[src/verilog/osf_pkg.sv]
`default_nettype none

package osf_pkg;

	//////////////////////////////////////////////////
	// sizes
	//////////////////////////////////////////////////

	localparam int n_chan	= 4;						// filter channels
	localparam int w_data	= 18;						// adc word width
	localparam int w_osm	= 4;						// oversample mode width
	localparam int w_dly	= 16;						// settling delay width, also host value width
	localparam int w_sum	= w_data + (2**w_osm - 1);	// room for 2^15 samples
	localparam int w_chan	= $clog2(n_chan);			// channel index width

	//////////////////////////////////////////////////
	// enums
	//////////////////////////////////////////////////

	typedef enum logic [1:0] {
		st_idle		= 2'd0,		// waiting for activation
		st_delay	= 2'd1,		// settling, samples thrown away
		st_sample	= 2'd2,		// accumulating a window
		st_send		= 2'd3		// average on the output for one cycle
	} osf_state_t;

	typedef enum logic [2:0] {
		op_nop			= 3'd0,
		op_set_osm		= 3'd1,	// staging osm
		op_set_delay	= 3'd2,	// staging cycle delay
		op_activate		= 3'd3,
		op_deactivate	= 3'd4,
		op_commit		= 3'd5	// value[3:0] is the channel mask
	} cfg_op_t;

	//////////////////////////////////////////////////
	// bundles
	//////////////////////////////////////////////////

	typedef struct packed {
		cfg_op_t			op;
		logic [w_chan-1:0]	chan;
		logic [w_dly-1:0]	value;
	} cfg_cmd_t;

	typedef struct packed {
		logic [w_osm-1:0]	osm;			// log2 of the window length
		logic [w_dly-1:0]	cycle_delay;	// samples skipped between windows
		logic				active;
	} chan_cfg_t;

	typedef struct packed {
		logic signed [w_data-1:0]	data;
		logic						valid;
	} adc_sample_t;

	typedef struct packed {
		logic [w_chan-1:0]			chan;
		logic signed [w_data-1:0]	data;
	} osf_result_t;

endpackage

`default_nettype wire

[src/verilog/channel_config.sv]
`timescale 1ns/1ps
`default_nettype none

module channel_config (
	input  wire					clk_in,
	input  wire					osf_reset,
	input  wire osf_pkg::cfg_cmd_t	cmd,						// one cycle per command
	output osf_pkg::chan_cfg_t		cfg [osf_pkg::n_chan]		// live parameters
);
	import osf_pkg::*;

	logic [w_osm-1:0]	stg_osm [n_chan];		// staging osm per channel
	logic [w_dly-1:0]	stg_dly [n_chan];		// staging delay per channel

	//////////////////////////////////////////////////
	// staging registers
	//////////////////////////////////////////////////

	always_ff @(posedge clk_in) begin
		if (osf_reset) begin
			for (int k = 0; k < n_chan; k++) begin
				stg_osm[k] <= '0;
				stg_dly[k] <= '0;
			end
		end else begin
			case (cmd.op)
				op_set_osm:		stg_osm[cmd.chan] <= cmd.value[w_osm-1:0];	// upper bits ignored
				op_set_delay:	stg_dly[cmd.chan] <= cmd.value;
				default: ;														// other ops leave staging alone
			endcase
		end
	end

	//////////////////////////////////////////////////
	// live registers
	//////////////////////////////////////////////////

	always_ff @(posedge clk_in) begin
		if (osf_reset) begin
			for (int k = 0; k < n_chan; k++) begin
				cfg[k] <= '0;					// inactive, osm 0, delay 0
			end
		end else begin
			case (cmd.op)
				op_activate:	cfg[cmd.chan].active <= 1'b1;	// takes effect right away
				op_deactivate:	cfg[cmd.chan].active <= 1'b0;
				op_commit: begin
					for (int k = 0; k < n_chan; k++) begin
						if (cmd.value[k]) begin			// masked channels only
							cfg[k].osm			<= stg_osm[k];
							cfg[k].cycle_delay	<= stg_dly[k];
						end
					end
				end
				default: ;								// nop and staging writes
			endcase
		end
	end

endmodule

`default_nettype wire

[src/verilog/oversample_filter.sv]
`timescale 1ns/1ps
`default_nettype none

module oversample_filter (
	input  wire								clk_in,
	input  wire								osf_reset,
	input  wire osf_pkg::chan_cfg_t			cfg,		// live channel parameters
	input  wire osf_pkg::adc_sample_t		adc,		// broadcast adc word
	output logic							res_valid,	// one cycle per window
	output logic signed [osf_pkg::w_data-1:0]	res_data
);
	import osf_pkg::*;

	logic						clr;		// system reset or channel off
	osf_state_t					state;
	osf_state_t					state_nxt;
	logic [w_dly-1:0]			cnt;		// valid samples seen in this state
	logic [w_dly-1:0]			cnt_inc;
	logic [w_osm-1:0]			osm_cur;	// osm frozen for the running window
	logic signed [w_sum-1:0]	sum;
	logic						take;		// sample goes into the sum

	//////////////////////////////////////////////////
	// combinational
	//////////////////////////////////////////////////

	assign clr		= osf_reset | ~cfg.active;
	assign cnt_inc	= cnt + 1'b1;
	assign take		= (state == st_sample) & adc.valid;

	assign res_valid	= (state == st_send);
	assign res_data		= w_data'(sum >>> osm_cur);	// floor divide, always in range

	//////////////////////////////////////////////////
	// next state
	//////////////////////////////////////////////////

	always_comb begin
		state_nxt = state;
		case (state)
			st_idle: begin
				if (cfg.active) begin
					state_nxt = st_sample;			// no settling on the first window
				end
			end
			st_delay: begin
				if (cfg.cycle_delay == '0) begin
					state_nxt = st_sample;
				end else if (adc.valid && (cnt_inc == cfg.cycle_delay)) begin
					state_nxt = st_sample;			// last skipped sample
				end
			end
			st_sample: begin
				if (take && cnt_inc[osm_cur]) begin
					state_nxt = st_send;			// 2^osm samples in
				end
			end
			st_send: begin
				state_nxt = st_delay;
			end
			default: begin
				state_nxt = st_idle;
			end
		endcase
	end

	//////////////////////////////////////////////////
	// state, counter, window osm
	//////////////////////////////////////////////////

	always_ff @(posedge clk_in) begin
		if (clr) begin
			state	<= st_idle;
			cnt		<= '0;
			osm_cur	<= '0;
		end else begin
			state <= state_nxt;
			if (state_nxt != state) begin
				cnt <= '0;						// restart on every state change
			end else if (adc.valid) begin
				cnt <= cnt_inc;
			end
			if ((state == st_idle) || (state == st_delay)) begin
				osm_cur <= cfg.osm;				// picked up before the window opens
			end
		end
	end

	// accumulator
	always_ff @(posedge clk_in) begin
		if (clr || (state == st_idle) || (state == st_delay)) begin
			sum <= '0;
		end else if (take) begin
			sum <= sum + w_sum'(adc.data);		// sign extended
		end
	end

endmodule

`default_nettype wire

[src/verilog/result_arbiter.sv]
`timescale 1ns/1ps
`default_nettype none

module result_arbiter (
	input  wire									clk_in,
	input  wire									osf_reset,
	input  wire [osf_pkg::n_chan-1:0]			res_valid,
	input  wire signed [osf_pkg::w_data-1:0]	res_data [osf_pkg::n_chan],
	output osf_pkg::osf_result_t				out_result,
	output logic								out_req,
	input  wire									out_ack,
	output logic [osf_pkg::n_chan-1:0]			overflow		// sticky per channel
);
	import osf_pkg::*;

	typedef enum logic [1:0] {
		hs_idle		= 2'd0,		// nothing on the port
		hs_req		= 2'd1,		// req high, waiting for ack
		hs_release	= 2'd2		// req low, waiting for ack to drop
	} hs_state_t;

	hs_state_t					hs_state;
	logic [n_chan-1:0]			full;			// holding register occupied
	logic signed [w_data-1:0]	hold [n_chan];
	logic [w_chan-1:0]			last;			// channel served last
	logic [w_chan-1:0]			sel;
	logic [w_chan-1:0]			idx;
	logic						any_full;
	logic						grant;			// result moves to the port
	logic [n_chan-1:0]			freed;
	logic [n_chan-1:0]			accept;
	logic [n_chan-1:0]			drop;

	//////////////////////////////////////////////////
	// round robin pick
	//////////////////////////////////////////////////

	always_comb begin
		sel			= last;
		idx			= last;
		any_full	= 1'b0;
		for (int i = 1; i <= n_chan; i++) begin
			idx = w_chan'(last + i);			// wraps past the top channel
			if (!any_full && full[idx]) begin
				sel			= idx;
				any_full	= 1'b1;
			end
		end
	end

	assign grant = (hs_state == hs_idle) & any_full;

	always_comb begin
		for (int k = 0; k < n_chan; k++) begin
			freed[k] = grant && (sel == k);
		end
	end

	assign accept	= res_valid & (~full | freed);		// a slot emptied this edge is reusable
	assign drop		= res_valid & full & ~freed;

	//////////////////////////////////////////////////
	// holding registers
	//////////////////////////////////////////////////

	always_ff @(posedge clk_in) begin
		if (osf_reset) begin
			full		<= '0;
			overflow	<= '0;
		end else begin
			full		<= (full & ~freed) | accept;
			overflow	<= overflow | drop;			// cleared only by reset
		end
	end

	always_ff @(posedge clk_in) begin
		for (int k = 0; k < n_chan; k++) begin
			if (accept[k]) begin
				hold[k] <= res_data[k];
			end
		end
	end

	//////////////////////////////////////////////////
	// four phase handshake
	//////////////////////////////////////////////////

	always_ff @(posedge clk_in) begin
		if (osf_reset) begin
			hs_state	<= hs_idle;
			last		<= w_chan'(n_chan - 1);		// channel 0 goes first
		end else begin
			case (hs_state)
				hs_idle: begin
					if (any_full) begin
						hs_state	<= hs_req;
						last		<= sel;
					end
				end
				hs_req: begin
					if (out_ack) begin
						hs_state <= hs_release;		// req drops
					end
				end
				hs_release: begin
					if (!out_ack) begin
						hs_state <= hs_idle;		// sink done, next result allowed
					end
				end
				default: begin
					hs_state <= hs_idle;
				end
			endcase
		end
	end

	// loaded one edge ahead of req so the port is stable
	always_ff @(posedge clk_in) begin
		if (grant) begin
			out_result.chan	<= sel;
			out_result.data	<= hold[sel];
		end
	end

	assign out_req = (hs_state == hs_req);

endmodule

`default_nettype wire

[src/verilog/osf_bank_top.sv]
`timescale 1ns/1ps
`default_nettype none

module osf_bank_top (
	input  wire							clk_in,
	input  wire							osf_reset,
	input  wire osf_pkg::cfg_cmd_t		cmd,			// host command port
	input  wire osf_pkg::adc_sample_t	adc,			// shared by all channels
	output osf_pkg::osf_result_t		out_result,
	output logic						out_req,
	input  wire							out_ack,
	output logic [osf_pkg::n_chan-1:0]	overflow
);
	import osf_pkg::*;

	chan_cfg_t					cfg [n_chan];		// live parameters per channel
	wire [n_chan-1:0]			res_valid;
	wire signed [w_data-1:0]	res_data [n_chan];

	//////////////////////////////////////////////////
	// host config
	//////////////////////////////////////////////////

	channel_config i_channel_config (
		.clk_in		(clk_in),
		.osf_reset	(osf_reset),
		.cmd		(cmd),
		.cfg		(cfg)
	);

	//////////////////////////////////////////////////
	// filter channels
	//////////////////////////////////////////////////

	for (genvar k = 0; k < n_chan; k++) begin : g_filt
		oversample_filter i_oversample_filter (
			.clk_in		(clk_in),
			.osf_reset	(osf_reset),
			.cfg		(cfg[k]),
			.adc		(adc),
			.res_valid	(res_valid[k]),
			.res_data	(res_data[k])
		);
	end

	//////////////////////////////////////////////////
	// output drain
	//////////////////////////////////////////////////

	result_arbiter i_result_arbiter (
		.clk_in		(clk_in),
		.osf_reset	(osf_reset),
		.res_valid	(res_valid),
		.res_data	(res_data),
		.out_result	(out_result),
		.out_req	(out_req),
		.out_ack	(out_ack),
		.overflow	(overflow)
	);

endmodule

`default_nettype wire

[config.mk]
export PLATFORM = sky130hd
export DESIGN_NAME = osf_bank_top
export DESIGN_NICKNAME = d
export VERILOG_FILES = /design/src/verilog/osf_pkg.sv /design/src/verilog/channel_config.sv /design/src/verilog/oversample_filter.sv /design/src/verilog/result_arbiter.sv /design/src/verilog/osf_bank_top.sv
export SDC_FILE = /design/constraint.sdc
export NUM_CORES = 2
export LEC_CHECK = 0
export ABC_AREA = 1
export BUFFER_PORTS_ARGS = -buffer_cell sky130_fd_sc_hd__buf_4
export CAP_MARGIN = 10
export CORE_MARGIN = 4
export CORE_UTILIZATION = 35
export DETAILED_ROUTE_END_ITERATION = 12
export HOLD_SLACK_MARGIN = 0.1
export PLACE_DENSITY = 0.58
export SLEW_MARGIN = 30
export SYNTH_ARGS = -nofsm -noshare
export SYNTH_HDL_FRONTEND = slang
export SYNTH_HIERARCHICAL = 1
export SYNTH_SLANG_ARGS = --single-unit
[constraint.sdc]
create_clock -name clk_in -period 3.8 [get_ports clk_in]
set_input_delay 0.38 -clock clk_in [delete_from_list [all_inputs] [get_ports clk_in]]
set_output_delay 0.38 -clock clk_in [all_outputs]
set_load 0.05 [all_outputs]
==> results.md <==
* Power Dens Cells at 332.5 nW/um2
* Rows at 115
* Maxcap violations at 0
* Number of flops mapped to enable cells by yosys at 172
* Post-Synth XOR/XNOR Area at 2.624%
* Largest family of logic cells by synthesized area: simple AND/OR/NAND/NOR gates
* Root buf cell: clkbuf_16
* Post-Synthesis Cells at 5323
* Starting density of the core at 35.45%
* Clk slew on worst S/H paths at 0.06 ns
* Compound-cell area share of the yosys netlist at 17.07%
* Most instantiated cells after synthesis: 1331 x nand2_1, 804 x inv_1, 570 x o21ai_0, 518 x nor2_1, 351 x a21oi_1
* Antenna Nets Post-Route at 0
* Setup crit start: g_filt[3].i_oversample_filter/sum[0]
* Fin util at 39.31%
* CP endpoint kind: register
* Post-DP Area at 36700 um2
* Vias after detailed routing at 33660
* Routability Congestion at 0.9504
* Htree depth at 2
* Syn avg cell area at 6.593 um2
* CP Class: reg2reg
* Type of origin of the critical path: register
* Synth cell types at 58
* Lkg Pwr at 17.57 nW
* Worst setup path endpoint: g_filt[3].i_oversample_filter/sum[18]
* Vias in the first global route at 30950
* Max clock buf depth at 3
* Mapped cell area at 35090 um2
* Worst min-delay path class: in2reg
* Switching share of total power at 27.26%
* Die X at 324.7 um
* Worst r2r src: g_filt[3].i_oversample_filter/sum[0]
* Top_reg_cell synth: dfxtp_1
* Final Slew Violations at 0
* CP arrival at 3.33 ns
* Fill count at 10570
* Register area at 11500 um2
* Synthesized Nets at 5502
* Max rail drop VDD at 0.4147 mV
* Clk network pwr share at 46.3%
* R2R depth at 12
* Cell taking the most area after synthesis: dfxtp_1
* Worst-Margin Slew at 0.9476 ns
* Largest net degree at the start of global routing at 70
* FF-to-FF End: g_filt[3].i_oversample_filter/sum[18]
* Die area at 105400 um2
* Layout area overhead at 10.88%
* Post-Route WL at 110800 um
* First-pass GRT wire length at 173400 um
* Die height at 324.7 um
* Nets at 5506
* Clk Latency, worst-skew pair at 0.64 ns
* CTS hold repair buffers at 17
* Post-synthesis adder-cell area fraction at 4.934%
* R2R setup slack at 1.0 ns
* Reg power frac at 43.7%
* TritonCTS clock tree: built
* Worst path required time at 4.33 ns
* Setup Buffers After CTS at 0
* Post-Synth Simple-Gate Area at 29.96%
* Total clock sinks at 488
* Count leader, synth: nand2_1
* Internal Power at 9.412 mW
* Vias per cell at 5.049
* Setup TNS at 0 ns
* Yosys warns at 6
* Yosys reg bits at 488
* Clk_skew at 0.01788 ns
* Crit path max fanout at 4
* Layout cell share with drive strength beyond 1 at 7.289%
* CTS buffer count at 60
* Share of flip-flops with an asynchronous set or reset at 0%
* Wire per inst at 16.62 um
* DR DRC count at 0
* Sequential cell area fraction in the yosys report at 32.74%
* Status: complete, no violations
* Post-DP HPWL at 83860 um
* Worst slew margin at 36.76%
* Final setup violation count at 0
* Area contributors post-synth: dfxtp_1 18%, edfxtp_1 15%, nand2_1 14%
* Final Hold Viols at 0
* Highest clock rate at 357.1 MHz
* Area fraction of the dominant cell type after synthesis at 18.03%
* Length of the first detailed-routing pass in iterations at 7
* IO Pins at 68
* Placeable Area at 98990 um2
* NetSw at 3.527 mW
* Gr usage total at 20.23%
* RSZ-0062 raised after global routing: false
* Fin crit share at 73.69%
* Port bufs at 67
* Post-CTS Resized at 0
* Min Clock Period, post-route at 2.800 ns
* Multiplexer share of the synthesized area at 1.312%
* Gr ovfl total at 0
* Initial DRC count at 2415
* Comb pwr share at 10.0%
* Multi-input gate area in the final layout at 19630 um2
* Finished Cell Area at 38910 um2
* Initial antenna violation count at 2
==> metal layers <==
metal	vias to the layer above	GRT usage, %	wire length [um]
met4	0	5.058	2722
met1	15450	27.96	52070
met3	154	2.707	5662
met2	728	33.43	50370
met5	-	0	0
li1	17330	-	-
==> flip-flops by register name (all words and copies together), names as in the netlist <==
| signal | count |
|---|---|
| i_channel_config/cfg | 84 |
| i_result_arbiter/overflow | 4 |
| g_filt.i_oversample_filter/state | 8 |
| i_channel_config/stg_dly | 64 |
| i_result_arbiter/hold | 72 |
| g_filt.i_oversample_filter/cnt | 64 |
| i_result_arbiter/out_result | 20 |
| g_filt.i_oversample_filter/osm_cur | 16 |
| i_result_arbiter/hs_state | 2 |
| i_result_arbiter/full | 4 |
| g_filt.i_oversample_filter/sum | 132 |
| i_channel_config/stg_osm | 16 |
| i_result_arbiter/last | 2 |
==> cell families (layout without fill, tap and decap cells) <==
logic type                 after synthesis  after routing
other                                    0              2
xor gates and xnor gates               102            102
DFF                                    488            488
adders and majority gates              136            136
muxes                                   46             46
AOI/OAI and AO/OA                     1106           1106
and+or+nand+nor                       2435           2435
buffers and inverters                 1010           1065
==> critical path, stage by stage (launching register included) <==
cell and delay [ns]:
dfxtp_1 0.35, ha_1 0.17, inv_1 0.05, fa_1 0.40, o21ai_0 0.36, a21oi_1 0.22, o21ai_0 0.44, nand2_1 0.09
nand2_1 0.16, a21oi_1 0.11, xnor2_1 0.15, o21ai_0 0.15, inv_1 0.05
==> stage by stage <==
stage               setup WS [ns]  cells  total power, mW  hold slack (ns)
floorplan                   1.142   5323            6.655           0.4409
global route               0.7557   6665            13.43           0.1494
global placement           0.8221   6535            7.038           0.4514
detailed placement         0.8017   6535            7.041           0.4578
CTS                         1.018   6665            13.12           0.1126
finish                     0.9998   6667            12.94           0.1568
==> placed cells by master (no fill, tap or decap), types with 20 or more instances in the layout <==
cell type	netlist	final
nor4_1	24	24
buf_4	2	113
nor2_1	518	518
dfxtp_1	316	312
a21oi_1	351	350
o21ai_0	570	566
nand2_4	20	20
clkbuf_16	0	60
edfxtp_1	172	172
nor3_1	23	21
mux2i_1	46	46
nand3_1	324	324
o21bai_1	32	32
o211ai_1	54	54
nand2_2	23	24
inv_1	804	804
nand4_1	46	46
ha_1	132	132
nand2_1	1331	1330
nor2_2	61	61
xor2_1	72	72
xnor2_1	28	28
==> power groups by stage <==
stage / combinational, mW / clock, mW / sequential (mW)
floorplan: 0.862 / 0 / 5.79
CTS: 1.29 / 6.17 / 5.66
global route: 1.42 / 6.34 / 5.66
detailed placement: 1.27 / 0 / 5.77
finish: 1.29 / 5.99 / 5.65
global placement: 1.27 / 0 / 5.77
==> area by class of cell <==
cell class	instances	share of cell area (%)
flip-flops and latches	488	29.54
clock buffers	71	4.016
multi-input cells	3825	50.45
repair buffers	131	2.669
diodes	2	0.01286
well taps	1287	4.138
inverters	821	7.945
clock inverters	42	1.228
==> worst min-delay path by stage <==
stage	start	to	slack, ns	cells after the start
2_1_floorplan	i_result_arbiter/hs_state[1]	i_result_arbiter/hs_state[1]	0.44	1
3_3_place_gp	i_result_arbiter/hs_state[0]	i_result_arbiter/hs_state[1]	0.45	1
3_5_place_dp	i_channel_config/stg_dly[2][8]	i_channel_config/cfg[30]	0.46	2
4_1_cts	cmd[0]	i_channel_config/stg_dly[3][0]	0.11	3
5_1_grt	cmd[3]	i_channel_config/stg_osm[3][3]	0.15	3
6_report	cmd[1]	i_channel_config/stg_osm[3][1]	0.16	3
Power figures use the tool's default switching activity.
